## src/verilog/spim_pkg.sv

```systemverilog
/*
  Quad SPI register front end shared definitions
  Flash opcodes, register map, init FSM states and request structs
*/
package spim_pkg;

  // --------------------
  // Flash opcodes
  typedef enum logic [7:0] {
    OP_WRR        = 8'h01,
    OP_WREN       = 8'h06,
    OP_POWER_UP   = 8'hAB,
    OP_QUAD_READ  = 8'hEB
  } flash_op_e;

  // Register index, from address bits 7:4
  typedef enum logic [3:0] {
    REG_CTRL      = 4'd0,
    REG_SPICMD    = 4'd2,
    REG_SPIADR    = 4'd3,
    REG_SPILEN    = 4'd4,
    REG_SPIDUM    = 4'd5,
    REG_SPIWDATA  = 4'd6,
    REG_SPIRDATA  = 4'd7
  } reg_addr_e;

  // Power-up sequencer states
  typedef enum logic [2:0] {
    INIT_PWR_CMD,
    INIT_PWR_WAIT,
    INIT_WREN_CMD,
    INIT_WREN_WAIT,
    INIT_WRR_CMD,
    INIT_WRR_WAIT,
    INIT_DONE
  } init_state_e;

  // --------------------
  // One request towards the SPI engine
  typedef struct packed {
    logic        req;
    logic [31:0] addr;
    logic [5:0]  addr_len;
    logic [7:0]  cmd;
    logic [5:0]  cmd_len;
    logic [7:0]  mode;
    logic        mode_enb;
    logic [3:0]  csreg;
    logic [15:0] data_len;
    logic [15:0] dummy_rd_len;
    logic [15:0] dummy_wr_len;
    logic        rd;
    logic        wr;
    logic        qrd;
    logic        qwr;
    logic        swrst;
    logic [31:0] wdata;
  } spi_cmd_t;

  // Registered bus access
  typedef struct packed {
    logic        valid;
    logic        we;
    logic [3:0]  be;
    logic [31:0] addr;
    logic [31:0] wdata;
  } bus_req_t;

  // --------------------
  // Address bits 31:28 of the two spaces
  localparam logic [3:0] MEM_REGION = 4'h0;
  localparam logic [3:0] REG_REGION = 4'h1;

  // Fixed shape of a direct quad read
  localparam logic [5:0]  QREAD_ADDR_LEN  = 6'd24;
  localparam logic [15:0] QREAD_DATA_LEN  = 16'd32;
  localparam logic [15:0] QREAD_DUMMY_LEN = 16'd32;

endpackage

```

## src/verilog/spim_bus_if.sv

```systemverilog
/*
  Bus front end of the quad SPI register block
  Registers each access, splits memory and register space, returns ack and data
*/
`timescale 1ns/100ps

module spim_bus_if (
  input  logic               mclk,
  input  logic               rst_n,
  input  logic               stb_i,
  input  logic               we_i,
  input  logic [31:0]        adr_i,
  input  logic [31:0]        dat_i,
  input  logic [3:0]         sel_i,
  input  logic               init_done_i,
  input  logic               spi_ack_i,
  input  logic [31:0]        spi_rdata_i,
  input  logic [31:0]        reg_rdata_i,
  input  logic               mem_sel_i,
  output spim_pkg::bus_req_t bus_req_o,
  output logic               mem_rd_o,
  output logic               reg_acc_o,
  output logic [31:0]        dat_o,
  output logic               ack_o
);
  import spim_pkg::*;

  logic        req_q;
  logic        req_l_q;
  logic        we_q;
  logic [3:0]  be_q;
  logic [31:0] addr_q;
  logic [31:0] wdata_q;
  logic        reg_hit;
  logic        reg_done;

  // --------------------
  // Region decode
  // Only reads in memory space go to flash, writes there are dropped
  assign mem_rd_o  = req_q && !we_q && (addr_q[31:28] == MEM_REGION);
  assign reg_hit   = req_q && (addr_q[31:28] == REG_REGION);
  // Write strobe for the register bank, first registered cycle only
  assign reg_acc_o = reg_hit && !req_l_q;
  // Non-flash accesses finish on the second registered cycle
  assign reg_done  = req_q && req_l_q && !ack_o;

  assign bus_req_o = '{valid: req_q, we: we_q, be: be_q, addr: addr_q, wdata: wdata_q};

  // --------------------
  // Request and acknowledge
  always_ff @(posedge mclk)
  begin
    if (!rst_n)
    begin
      req_q   <= 1'b0;
      req_l_q <= 1'b0;
      ack_o   <= 1'b0;
    end
    else
    begin
      // Bus held off until the flash is set up
      // Drop the request once the flash read completes
      req_q   <= stb_i && init_done_i && !ack_o && !(mem_sel_i && spi_ack_i);
      req_l_q <= req_q;
      // Flash read acks on the engine ack, everything else after two cycles
      ack_o   <= mem_sel_i ? spi_ack_i : reg_done;
    end
  end

  // Access fields, held stable by the master until ack
  always_ff @(posedge mclk)
  begin
    if (stb_i)
    begin
      we_q    <= we_i;
      be_q    <= sel_i;
      addr_q  <= adr_i;
      wdata_q <= dat_i;
    end
  end

  // Read data lines up with ack_o
  always_ff @(posedge mclk)
  begin
    if (mem_sel_i && spi_ack_i)
      dat_o <= spi_rdata_i;
    else if (reg_done && reg_hit)
      dat_o <= reg_rdata_i;
  end

endmodule

```

## src/verilog/spim_reg_file.sv

```systemverilog
/*
  Indirect flash access register bank
  Holds the programmed SPI command, launches it and captures its read data
*/
`timescale 1ns/100ps

module spim_reg_file (
  input  logic               mclk,
  input  logic               rst_n,
  input  spim_pkg::bus_req_t bus_req_i,
  input  logic               reg_acc_i,
  input  logic               spi_ack_i,
  input  logic [31:0]        spi_rdata_i,
  input  logic               mem_sel_i,
  output spim_pkg::spi_cmd_t reg_cmd_o,
  output logic [31:0]        reg_rdata_o
);
  import spim_pkg::*;

  spi_cmd_t    cmd_q;
  logic [31:0] rdata_q;
  reg_addr_e   reg_idx;
  logic        wr_en;
  logic        xfer_done;

  assign reg_idx   = reg_addr_e'(bus_req_i.addr[7:4]);
  assign wr_en     = reg_acc_i && bus_req_i.we;
  // Engine ack belongs to this bank only while no direct read holds the engine
  assign xfer_done = cmd_q.req && spi_ack_i && !mem_sel_i;
  assign reg_cmd_o = cmd_q;

  // --------------------
  // Register writes
  always_ff @(posedge mclk)
  begin
    if (!rst_n)
    begin
      cmd_q   <= '0;
      rdata_q <= '0;
    end
    else
    begin
      if (xfer_done)
      begin
        cmd_q.req <= 1'b0;
        // Keep read data of rd and qrd transfers
        if (cmd_q.rd || cmd_q.qrd)
          rdata_q <= spi_rdata_i;
      end
      if (wr_en)
      begin
        case (reg_idx)
          REG_CTRL:
          begin
            // Byte 0 holds the transfer type and fires the request
            if (bus_req_i.be[0])
            begin
              cmd_q.rd    <= bus_req_i.wdata[0];
              cmd_q.wr    <= bus_req_i.wdata[1];
              cmd_q.qrd   <= bus_req_i.wdata[2];
              cmd_q.qwr   <= bus_req_i.wdata[3];
              cmd_q.swrst <= bus_req_i.wdata[4];
              cmd_q.req   <= 1'b1;
            end
            if (bus_req_i.be[1])
              cmd_q.csreg <= bus_req_i.wdata[11:8];
          end
          REG_SPICMD:
          begin
            if (bus_req_i.be[0])
              cmd_q.cmd <= bus_req_i.wdata[7:0];
            if (bus_req_i.be[1])
              cmd_q.mode <= bus_req_i.wdata[15:8];
          end
          REG_SPIADR:
          begin
            for (int b = 0; b < 4; b++)
            begin
              if (bus_req_i.be[b])
                cmd_q.addr[b*8 +: 8] <= bus_req_i.wdata[b*8 +: 8];
            end
          end
          REG_SPILEN:
          begin
            if (bus_req_i.be[0])
            begin
              cmd_q.mode_enb <= bus_req_i.wdata[6];
              cmd_q.cmd_len  <= bus_req_i.wdata[5:0];
            end
            if (bus_req_i.be[1])
              cmd_q.addr_len <= bus_req_i.wdata[13:8];
            if (bus_req_i.be[2])
              cmd_q.data_len[7:0] <= bus_req_i.wdata[23:16];
            if (bus_req_i.be[3])
              cmd_q.data_len[15:8] <= bus_req_i.wdata[31:24];
          end
          REG_SPIDUM:
          begin
            // Dummy write length is stored only, engine takes it as is
            if (bus_req_i.be[0])
              cmd_q.dummy_rd_len[7:0] <= bus_req_i.wdata[7:0];
            if (bus_req_i.be[1])
              cmd_q.dummy_rd_len[15:8] <= bus_req_i.wdata[15:8];
            if (bus_req_i.be[2])
              cmd_q.dummy_wr_len[7:0] <= bus_req_i.wdata[23:16];
            if (bus_req_i.be[3])
              cmd_q.dummy_wr_len[15:8] <= bus_req_i.wdata[31:24];
          end
          REG_SPIWDATA:
          begin
            for (int b = 0; b < 4; b++)
            begin
              if (bus_req_i.be[b])
                cmd_q.wdata[b*8 +: 8] <= bus_req_i.wdata[b*8 +: 8];
            end
          end
          // Read data register is read only
          default:
            ;
        endcase
      end
    end
  end

  // --------------------
  // Read mux
  always_comb
  begin
    case (reg_idx)
      REG_CTRL:
        reg_rdata_o = {20'h0, cmd_q.csreg, 3'b000, cmd_q.swrst,
                       cmd_q.qwr, cmd_q.qrd, cmd_q.wr, cmd_q.rd};
      REG_SPICMD:   reg_rdata_o = {16'h0, cmd_q.mode, cmd_q.cmd};
      REG_SPIADR:   reg_rdata_o = cmd_q.addr;
      REG_SPILEN:
        reg_rdata_o = {cmd_q.data_len, 2'b00, cmd_q.addr_len,
                       1'b0, cmd_q.mode_enb, cmd_q.cmd_len};
      REG_SPIDUM:   reg_rdata_o = {cmd_q.dummy_wr_len, cmd_q.dummy_rd_len};
      REG_SPIWDATA: reg_rdata_o = cmd_q.wdata;
      REG_SPIRDATA: reg_rdata_o = rdata_q;
      default:      reg_rdata_o = '0;
    endcase
  end

endmodule

```

## src/verilog/spim_init_seq.sv

```systemverilog
/*
  Flash power-up sequencer
  Sends power-up, write enable and configuration write once after reset
*/
`timescale 1ns/100ps

module spim_init_seq #(
  parameter logic [7:0] INIT_CR1 = 8'h02
) (
  input  logic               mclk,
  input  logic               rst_n,
  input  logic               spi_ack_i,
  output spim_pkg::spi_cmd_t init_cmd_o,
  output logic               init_done_o
);
  import spim_pkg::*;

  init_state_e state_q;
  init_state_e state_d;

  // --------------------
  // Next state
  always_comb
  begin
    state_d = state_q;
    case (state_q)
      // First cycle out of reset, request raised from the next one
      INIT_PWR_CMD:   state_d = INIT_PWR_WAIT;
      INIT_PWR_WAIT:  state_d = spi_ack_i ? INIT_WREN_CMD : INIT_PWR_WAIT;
      INIT_WREN_CMD:  state_d = spi_ack_i ? INIT_WRR_CMD : INIT_WREN_WAIT;
      INIT_WREN_WAIT: state_d = spi_ack_i ? INIT_WRR_CMD : INIT_WREN_WAIT;
      INIT_WRR_CMD:   state_d = spi_ack_i ? INIT_DONE : INIT_WRR_WAIT;
      INIT_WRR_WAIT:  state_d = spi_ack_i ? INIT_DONE : INIT_WRR_WAIT;
      default:        state_d = INIT_DONE;
    endcase
  end

  always_ff @(posedge mclk)
  begin
    if (!rst_n)
      state_q <= INIT_PWR_CMD;
    else
      state_q <= state_d;
  end

  // --------------------
  // Command per state
  // All three are plain writes on chip select 1 with an 8 bit opcode
  always_comb
  begin
    init_cmd_o         = '0;
    init_cmd_o.req     = (state_q != INIT_PWR_CMD) && (state_q != INIT_DONE);
    init_cmd_o.wr      = 1'b1;
    init_cmd_o.csreg   = 4'h1;
    init_cmd_o.cmd_len = 6'd8;
    case (state_q)
      INIT_PWR_CMD, INIT_PWR_WAIT:   init_cmd_o.cmd = OP_POWER_UP;
      INIT_WREN_CMD, INIT_WREN_WAIT: init_cmd_o.cmd = OP_WREN;
      default:
      begin
        // Status byte then config byte, config carries quad enable
        init_cmd_o.cmd      = OP_WRR;
        init_cmd_o.data_len = 16'd16;
        init_cmd_o.wdata    = {8'h00, INIT_CR1, 16'h0000};
      end
    endcase
  end

  assign init_done_o = (state_q == INIT_DONE);

endmodule

```

## src/verilog/spim_cmd_arb.sv

```systemverilog
/*
  SPI engine command select
  Builds the direct quad read and picks init, memory or register command
*/
`timescale 1ns/100ps

module spim_cmd_arb (
  input  logic               init_done_i,
  input  logic               mem_rd_i,
  input  logic [31:0]        bus_addr_i,
  input  spim_pkg::spi_cmd_t init_cmd_i,
  input  spim_pkg::spi_cmd_t reg_cmd_i,
  output spim_pkg::spi_cmd_t spi_cmd_o,
  output logic               mem_sel_o
);
  import spim_pkg::*;

  spi_cmd_t mem_cmd;

  // --------------------
  // Direct quad read, fixed shape
  always_comb
  begin
    mem_cmd              = '0;
    mem_cmd.req          = 1'b1;
    // 24 bit flash address sent from the top byte
    mem_cmd.addr         = {bus_addr_i[23:0], 8'h00};
    mem_cmd.addr_len     = QREAD_ADDR_LEN;
    mem_cmd.cmd          = OP_QUAD_READ;
    mem_cmd.cmd_len      = 6'd8;
    mem_cmd.mode         = 8'h00;
    mem_cmd.mode_enb     = 1'b1;
    mem_cmd.csreg        = 4'hF;
    mem_cmd.data_len     = QREAD_DATA_LEN;
    mem_cmd.dummy_rd_len = QREAD_DUMMY_LEN;
    mem_cmd.qrd          = 1'b1;
  end

  // Init owns the engine until done, then memory reads beat register commands
  assign mem_sel_o = init_done_i && mem_rd_i;
  assign spi_cmd_o = !init_done_i ? init_cmd_i :
                     mem_sel_o    ? mem_cmd    : reg_cmd_i;

endmodule

```

## src/verilog/spim_regs_top.sv

```systemverilog
/*
  Quad SPI flash register front end, top level
*/
`timescale 1ns/100ps

module spim_regs_top #(
  parameter logic [7:0] INIT_CR1 = 8'h02
) (
  input  logic               mclk,
  input  logic               rst_n,
  input  logic               stb_i,
  input  logic               we_i,
  input  logic [31:0]        adr_i,
  input  logic [31:0]        dat_i,
  input  logic [3:0]         sel_i,
  output logic [31:0]        dat_o,
  output logic               ack_o,
  output spim_pkg::spi_cmd_t spi_cmd_o,
  input  logic [31:0]        spi_rdata_i,
  input  logic               spi_ack_i
);
  import spim_pkg::*;

  bus_req_t    bus_req;
  logic        mem_rd;
  logic        reg_acc;
  spi_cmd_t    reg_cmd;
  logic [31:0] reg_rdata;
  spi_cmd_t    init_cmd;
  logic        init_done;
  logic        mem_sel;

  // --------------------
  // Bus side
  spim_bus_if u_bus_if (
    .mclk        (mclk),
    .rst_n       (rst_n),
    .stb_i       (stb_i),
    .we_i        (we_i),
    .adr_i       (adr_i),
    .dat_i       (dat_i),
    .sel_i       (sel_i),
    .init_done_i (init_done),
    .spi_ack_i   (spi_ack_i),
    .spi_rdata_i (spi_rdata_i),
    .reg_rdata_i (reg_rdata),
    .mem_sel_i   (mem_sel),
    .bus_req_o   (bus_req),
    .mem_rd_o    (mem_rd),
    .reg_acc_o   (reg_acc),
    .dat_o       (dat_o),
    .ack_o       (ack_o)
  );

  // Indirect access registers
  spim_reg_file u_reg_file (
    .mclk        (mclk),
    .rst_n       (rst_n),
    .bus_req_i   (bus_req),
    .reg_acc_i   (reg_acc),
    .spi_ack_i   (spi_ack_i),
    .spi_rdata_i (spi_rdata_i),
    .mem_sel_i   (mem_sel),
    .reg_cmd_o   (reg_cmd),
    .reg_rdata_o (reg_rdata)
  );

  // Flash setup after reset
  spim_init_seq #(
    .INIT_CR1 (INIT_CR1)
  ) u_init_seq (
    .mclk        (mclk),
    .rst_n       (rst_n),
    .spi_ack_i   (spi_ack_i),
    .init_cmd_o  (init_cmd),
    .init_done_o (init_done)
  );

  // Engine command select
  spim_cmd_arb u_cmd_arb (
    .init_done_i (init_done),
    .mem_rd_i    (mem_rd),
    .bus_addr_i  (bus_req.addr),
    .init_cmd_i  (init_cmd),
    .reg_cmd_i   (reg_cmd),
    .spi_cmd_o   (spi_cmd_o),
    .mem_sel_o   (mem_sel)
  );

endmodule

```

## config.mk

```make
export PLATFORM = sky130hd
export DESIGN_NAME = spim_regs_top
export DESIGN_NICKNAME = d
export VERILOG_FILES = /design/src/verilog/spim_pkg.sv /design/src/verilog/spim_bus_if.sv /design/src/verilog/spim_reg_file.sv /design/src/verilog/spim_init_seq.sv /design/src/verilog/spim_cmd_arb.sv /design/src/verilog/spim_regs_top.sv
export SDC_FILE = /design/constraint.sdc
export NUM_CORES = 1
export LEC_CHECK = 0
export ABC_AREA = 1
export ABC_CLOCK_PERIOD_IN_PS = 5900
export BUFFER_PORTS_ARGS = -buffer_cell sky130_fd_sc_hd__buf_2
export CAP_MARGIN = 40
export CORE_ASPECT_RATIO = 0.7
export CORE_MARGIN = 4
export CORE_UTILIZATION = 40
export CTS_BUF_LIST = sky130_fd_sc_hd__clkbuf_8
export DETAILED_ROUTE_END_ITERATION = 8
export PLACE_DENSITY_LB_ADDON = 0.08
export SETUP_SLACK_MARGIN = 0.5
export SLEW_MARGIN = 15
export SYNTH_ARGS = -nofsm -noshare
export SYNTH_HDL_FRONTEND = slang
export SYNTH_SLANG_ARGS = --single-unit
```

## constraint.sdc

```tcl
create_clock -name mclk -period 5.9 [get_ports mclk]
set_clock_uncertainty 0.2 [all_clocks]
set_input_delay 1.18 -clock mclk [delete_from_list [all_inputs] [get_ports mclk]]
set_output_delay 1.18 -clock mclk [all_outputs]
set_load 0.01 [all_outputs]
```

* Word-level counts from Yosys, hierarchy flattened
Cells that the tools add are included.
** Storage, ports and cells
- Flip-flop bits (word level) :: 290
- Bits of input ports :: 105
- Output and inout bits :: 184
** Cells by class
- Eq/ne operators :: 14
- Multiplexer cells :: 49
- Reduce and logical (&&, ||, !) cells :: 52
** Operators by type and width (number)
- two-way mux 151 bit :: 3
- one-hot mux 32 bit (7 select lines) :: 1
- two-way mux 32 bit :: 5
- two-way mux 8 bit :: 18
- AND reduction 3 bit :: 20
- two-way mux 6 bit :: 4
- two-way mux 18 bit :: 1
- equality test 4 x 3 -> 1 bit (second input constant) :: 4
- logical AND 1 bit :: 16
- two-way mux 16 bit :: 1
- one-hot mux 8 bit (2 select lines) :: 1
- two-way mux 5 bit :: 3
- one-hot mux 3 bit (4 select lines) :: 1
- equality test 3 bit (second input constant) :: 3
- equality test 4 x 2 -> 1 bit (second input constant) :: 2
- logical NOT 4 bit :: 2
- two-way mux 4 bit :: 2
- equality test 3 x 2 -> 1 bit (second input constant) :: 2
- two-way mux 1 bit :: 6
- OR reduction 2 bit :: 3
- logical NOT 1 bit :: 5
- equality test 4 x 1 -> 1 bit (second input constant) :: 1
- two-way mux 2 bit :: 2
- OR reduction 4 bit :: 1
- 8 further kinds :: 8

* Longest topological paths before layout
- Depth in word-level cells :: 10
- Gate-level depth with buffers :: 10
- Depth with buffers taken out :: 9

* Modules after synthesis
From an unflattened synthesis, not the netlist that was laid out.
** Second synthesis, totals
- Cells, all modules :: 2401
- Area total of the unflattened synthesis :: 16094.2 um^2
** Modules (own cells, without submodules)
- spim_reg_file :: times used 1, cells each 1427, area an instance 8836.0 um^2, sequential area each 3663.5 um^2
- spim_bus_if :: times used 1, cells each 237, area an instance 3721.1 um^2, sequential area each 3093.0 um^2
- spim_cmd_arb :: times used 1, cells each 566, area an instance 2284.7 um^2, sequential area each 0.0 um^2
- spim_init_seq :: times used 1, cells each 171, area an instance 1252.5 um^2, sequential area each 60.1 um^2

* Least setup slack after synthesis
No wires, ideal clock.
- Path type :: input to register
- Start point :: in spi_ack_i
- End point :: reg u_bus_if.dat_o[0] (enable)
- Setup time :: 389 ps
- Arrival time :: 2319 ps
- Required time :: 5311 ps
- Path slack :: 2992 ps
- Cell stages on the path :: 5
- Buffers on the path :: 1
- Path through :: inv_1 > nor2_4 > inv_2 > buf_2 > nand2_1
** Between the ends
- Cells in the longest elaborated chain, start to end :: 2
** RTL lines
- start: declaration :: line spim_regs_top.sv:20 : input logic spi_ack_i
- logical AND 1 bit :: line spim_bus_if.sv:85 : if (mem_sel_i && spi_ack_i)
- nonzero test 2 bit (no line)
- end signal: assignment :: line spim_bus_if.sv:86 : dat_o <= spi_rdata_i;
- end signal: assignment :: line spim_bus_if.sv:88 : dat_o <= reg_rdata_i;
- end: declaration :: line spim_bus_if.sv:23 : output logic [31:0] dat_o,
Every way passes these cells.
A chain may end at the register's enable or synchronous reset.

==> results.cfg <==
[sta]
tightest_slew_ns = 0.870
report.final.slew_viol_count = 0
hold_ws_ns = 0.254
rsz0062_at_grt = no
hold_viol = 0
max_freq_ghz = 0.229
fin_tns_setup_ns = 0
finalSetupViolations = 0
fin_crit_ns = 4.37
worst_slew_margin_rel_pct = 41.9
period_share_pct = 74.2

[job]
max_cap_viol_count = 0

[drt]
routed_wl_mm = 50.1
vias = 13100
ant_nets = 0
drt_iter0_drc = 1354
drcViolationCount = 0
first_pass_iters = 7
via_per_inst = 4.95
routedWlPerCell_um = 18.9

[yosys]
synth.most_common_cell = nor2_1
seq_area_frac_synth_pct = 49.5
synth_nets = 2015
syn_avg_cell_area_um2 = 7.08
yosysWarnings = 0
synthTopCellsByCount = nor2_1, nand2_1, inv_1
synthAdderAreaFrac_pct = 0
synth_top_area_cell = dfxtp_1
synthFlopType = dfxtp_1
async_flop_share_pct = 0
synth_cell_types = 31
synthCells = 1910
synth-edff-count = 97
synth-xor-area-share_pct = 0
syn-cell-area_um2 = 13500
synth_top_family_by_area = simple AND/OR/NAND/NOR gates
synth_compound_gate_area_share_pct = 7.27
yosysTopAreaCellShare_pct = 28.0
synthMuxAreaShare_pct = 0
ys_ff_latch = 286
synth_simple_gate_area_share_pct = 32.8
synth.area.top_cells = dfxtp_1, edfxtp_1, nor2_1

[global_route]
grt_overflow = 0
grt_start_max_net_pins = 74
gr-usage-all-layers_pct = 26.3
grt_pass1_vias = 12200
grt_antenna_before_repair = 2
grt_pass1_wl_mm = 75.0

[power]
power_per_cell_area_nw_per_um2 = 251
peakVddDrop_uv = 149
seqPwrFrac_pct = 51.7
clkPwrFrac_pct = 43.0
combPwrFrac_pct = 5.2
intPower_mw = 3.06
switching_power_mw = 1.05
switching_share_pct = 25.5
leakage_nw = 7.32
power.total_mw = 4.10

[placed_design]
place_area_um2 = 15400
dp_hpwl_mm = 36.9
portBuffers = 284
place.gp.congestion = 0.966

[floorplan]
rows = 56
die_width_um = 228
die_h_um = 162
ios = 289
fp.coreArea_um2 = 33400
fp.dieArea_um2 = 36900
initial_core_util_pct = 40.5

[critical_path]
r2r_cells = 8
cp_max_fo = 48
end_kind = primary output
worstReg2RegEnd = u_bus_if.dat_o[5]
r2r_slack_ns = 2.52
setup.worst_path.start_class = flip-flop
critPathRequiredTime_ns = 4.52
cp.arrival_ns = 2.99
rr_startpoint = u_bus_if.addr_q[4]
path_class = reg -> out

[worst_hold_path]
hp-class = reg -> reg
hold_end = u_bus_if.req_l_q
worstHoldPathCells = 2
worstHoldStart = u_bus_if.req_q

[cells_and_area]
final_cell_area_um2 = 16300
fillers = 3494
syn_to_final_growth_pct = 20.6
fin_nets = 2281
drive_above_1_share_pct = 19.2

[cts]
cts_buffers = 48
clk_path_buf_depth = 3
cts_resized = 0
clk_pin_slew_ns = 0.06
cts_setup_buffers = 0
clk-insertion-delay-late_ns = 0.59
cts_root_buf = clkbuf_8
cts.sinks = 286
h-tree-depth = 2
cts_tree = yes
postCtsHoldBufs = 0

[status]
status = finished clean
-- registers in the layout, indices dropped and copies added, names as in the netlist --
signal,count
u_bus_if.addr_q,28
u_bus_if.wdata_q,32
u_bus_if.be_q,4
u_reg_file.rdata_q,32
u_bus_if.dat_o,32
u_reg_file.reg_cmd_o,151
u_bus_if.req_q,1
u_bus_if.req_l_q,1
u_bus_if.we_q,1
u_init_seq.state_q,3
u_bus_if.ack_o,1
-- final cells by class --
class | count | area, µm² | area share [%]
well taps | 435 | 544 | 3.34
flip-flops and latches | 286 | 6700 | 41.0
repair buffers | 304 | 1660 | 10.2
diodes | 1 | 2.50 | 0.0153
clock buffers | 60 | 826 | 5.06
multi-input cells | 1265 | 5440 | 33.3
clock inverters | 30 | 126 | 0.775
inverters | 271 | 1020 | 6.24
-- cell usage in the layout, fill, tap and decap left out, types with 4 or more instances in the layout --
cell      netlist  routed
buf_16          0       4
buf_2          26     283
buf_4           6      16
clkbuf_8        0      60
clkinv_1        1      11
clkinv_2        0       5
dfxtp_1       189     189
edfxtp_1       97      97
inv_1         246     259
inv_2          24      24
nand2_1       362     362
nand2_2        12      11
nand3_1       137     137
nand3b_1        9       9
nand4_1        32      32
nor2_1        501     498
nor2_2          4       6
nor2_4          9      10
o21ai_0       172     172
o21ai_1         8       8
o22ai_1         5       5
-- stage by stage --
step	instances	worst slack, ns	utilization, %
after CTS	2651	1.49	48.8
after global placement	2556	2.17	45.6
after global routing	2651	1.29	48.8
final	2652	1.53	48.8
after detailed placement	2561	2.13	46.0
after floorplan	1910	2.99	-
-- power by group through the flow --
| stage | Clock (mW) | Combinational, mW | Sequential, mW |
|---|---|---|---|
| finish | 1.77 | 0.215 | 2.12 |
| global route | 1.90 | 0.236 | 2.12 |
| CTS | 1.81 | 0.213 | 2.12 |
| detailed placement | 0 | 0.213 | 2.16 |
| global placement | 0 | 0.204 | 2.16 |
| floorplan | 0 | 0.111 | 2.14 |
-- worst max-delay path, cell delays in order (launching register included) --
cell	delay [ns]
edfxtp_1	0.42
inv_1	0.07
nand2_1	0.05
nor2_1	0.18
nand3_4	0.18
buf_4	0.34
inv_1	0.68
nor2_1	0.21
nand2_1	0.11
buf_2	0.13
-- kinds of logic after synthesis --
logic type | after synthesis
AND/OR/NAND/NOR | 1072
buffers and inverters | 359
AO/OA/AOI/OAI | 193
flip-flops | 286
-- how the worst max path moves through the flow --
| stage | startpoint | endpoint | slack, ns |
|---|---|---|---|
| 6_report | u_bus_if.addr_q[28] | spi_cmd_o[111] | 1.53 |
| 2_1_floorplan | spi_ack_i | u_bus_if.dat_o[0] | 2.99 |
| 3_3_place_gp | u_bus_if.addr_q[29] | spi_cmd_o[109] | 2.17 |
| 5_1_grt | u_bus_if.addr_q[29] | spi_cmd_o[109] | 1.29 |
| 3_5_place_dp | u_bus_if.addr_q[28] | spi_cmd_o[111] | 2.13 |
| 4_1_cts | u_bus_if.addr_q[28] | spi_cmd_o[111] | 1.49 |
-- per-layer routing --
| layer | track usage, % | routed length [µm] |
|---|---|---|
| met2 | 33.8 | 19000 |
| met5 | 0 | 0 |
| met4 | 6.23 | 941 |
| met3 | 8.33 | 5270 |
| met1 | 42.0 | 25000 |
(Power assumes the default switching activity.)
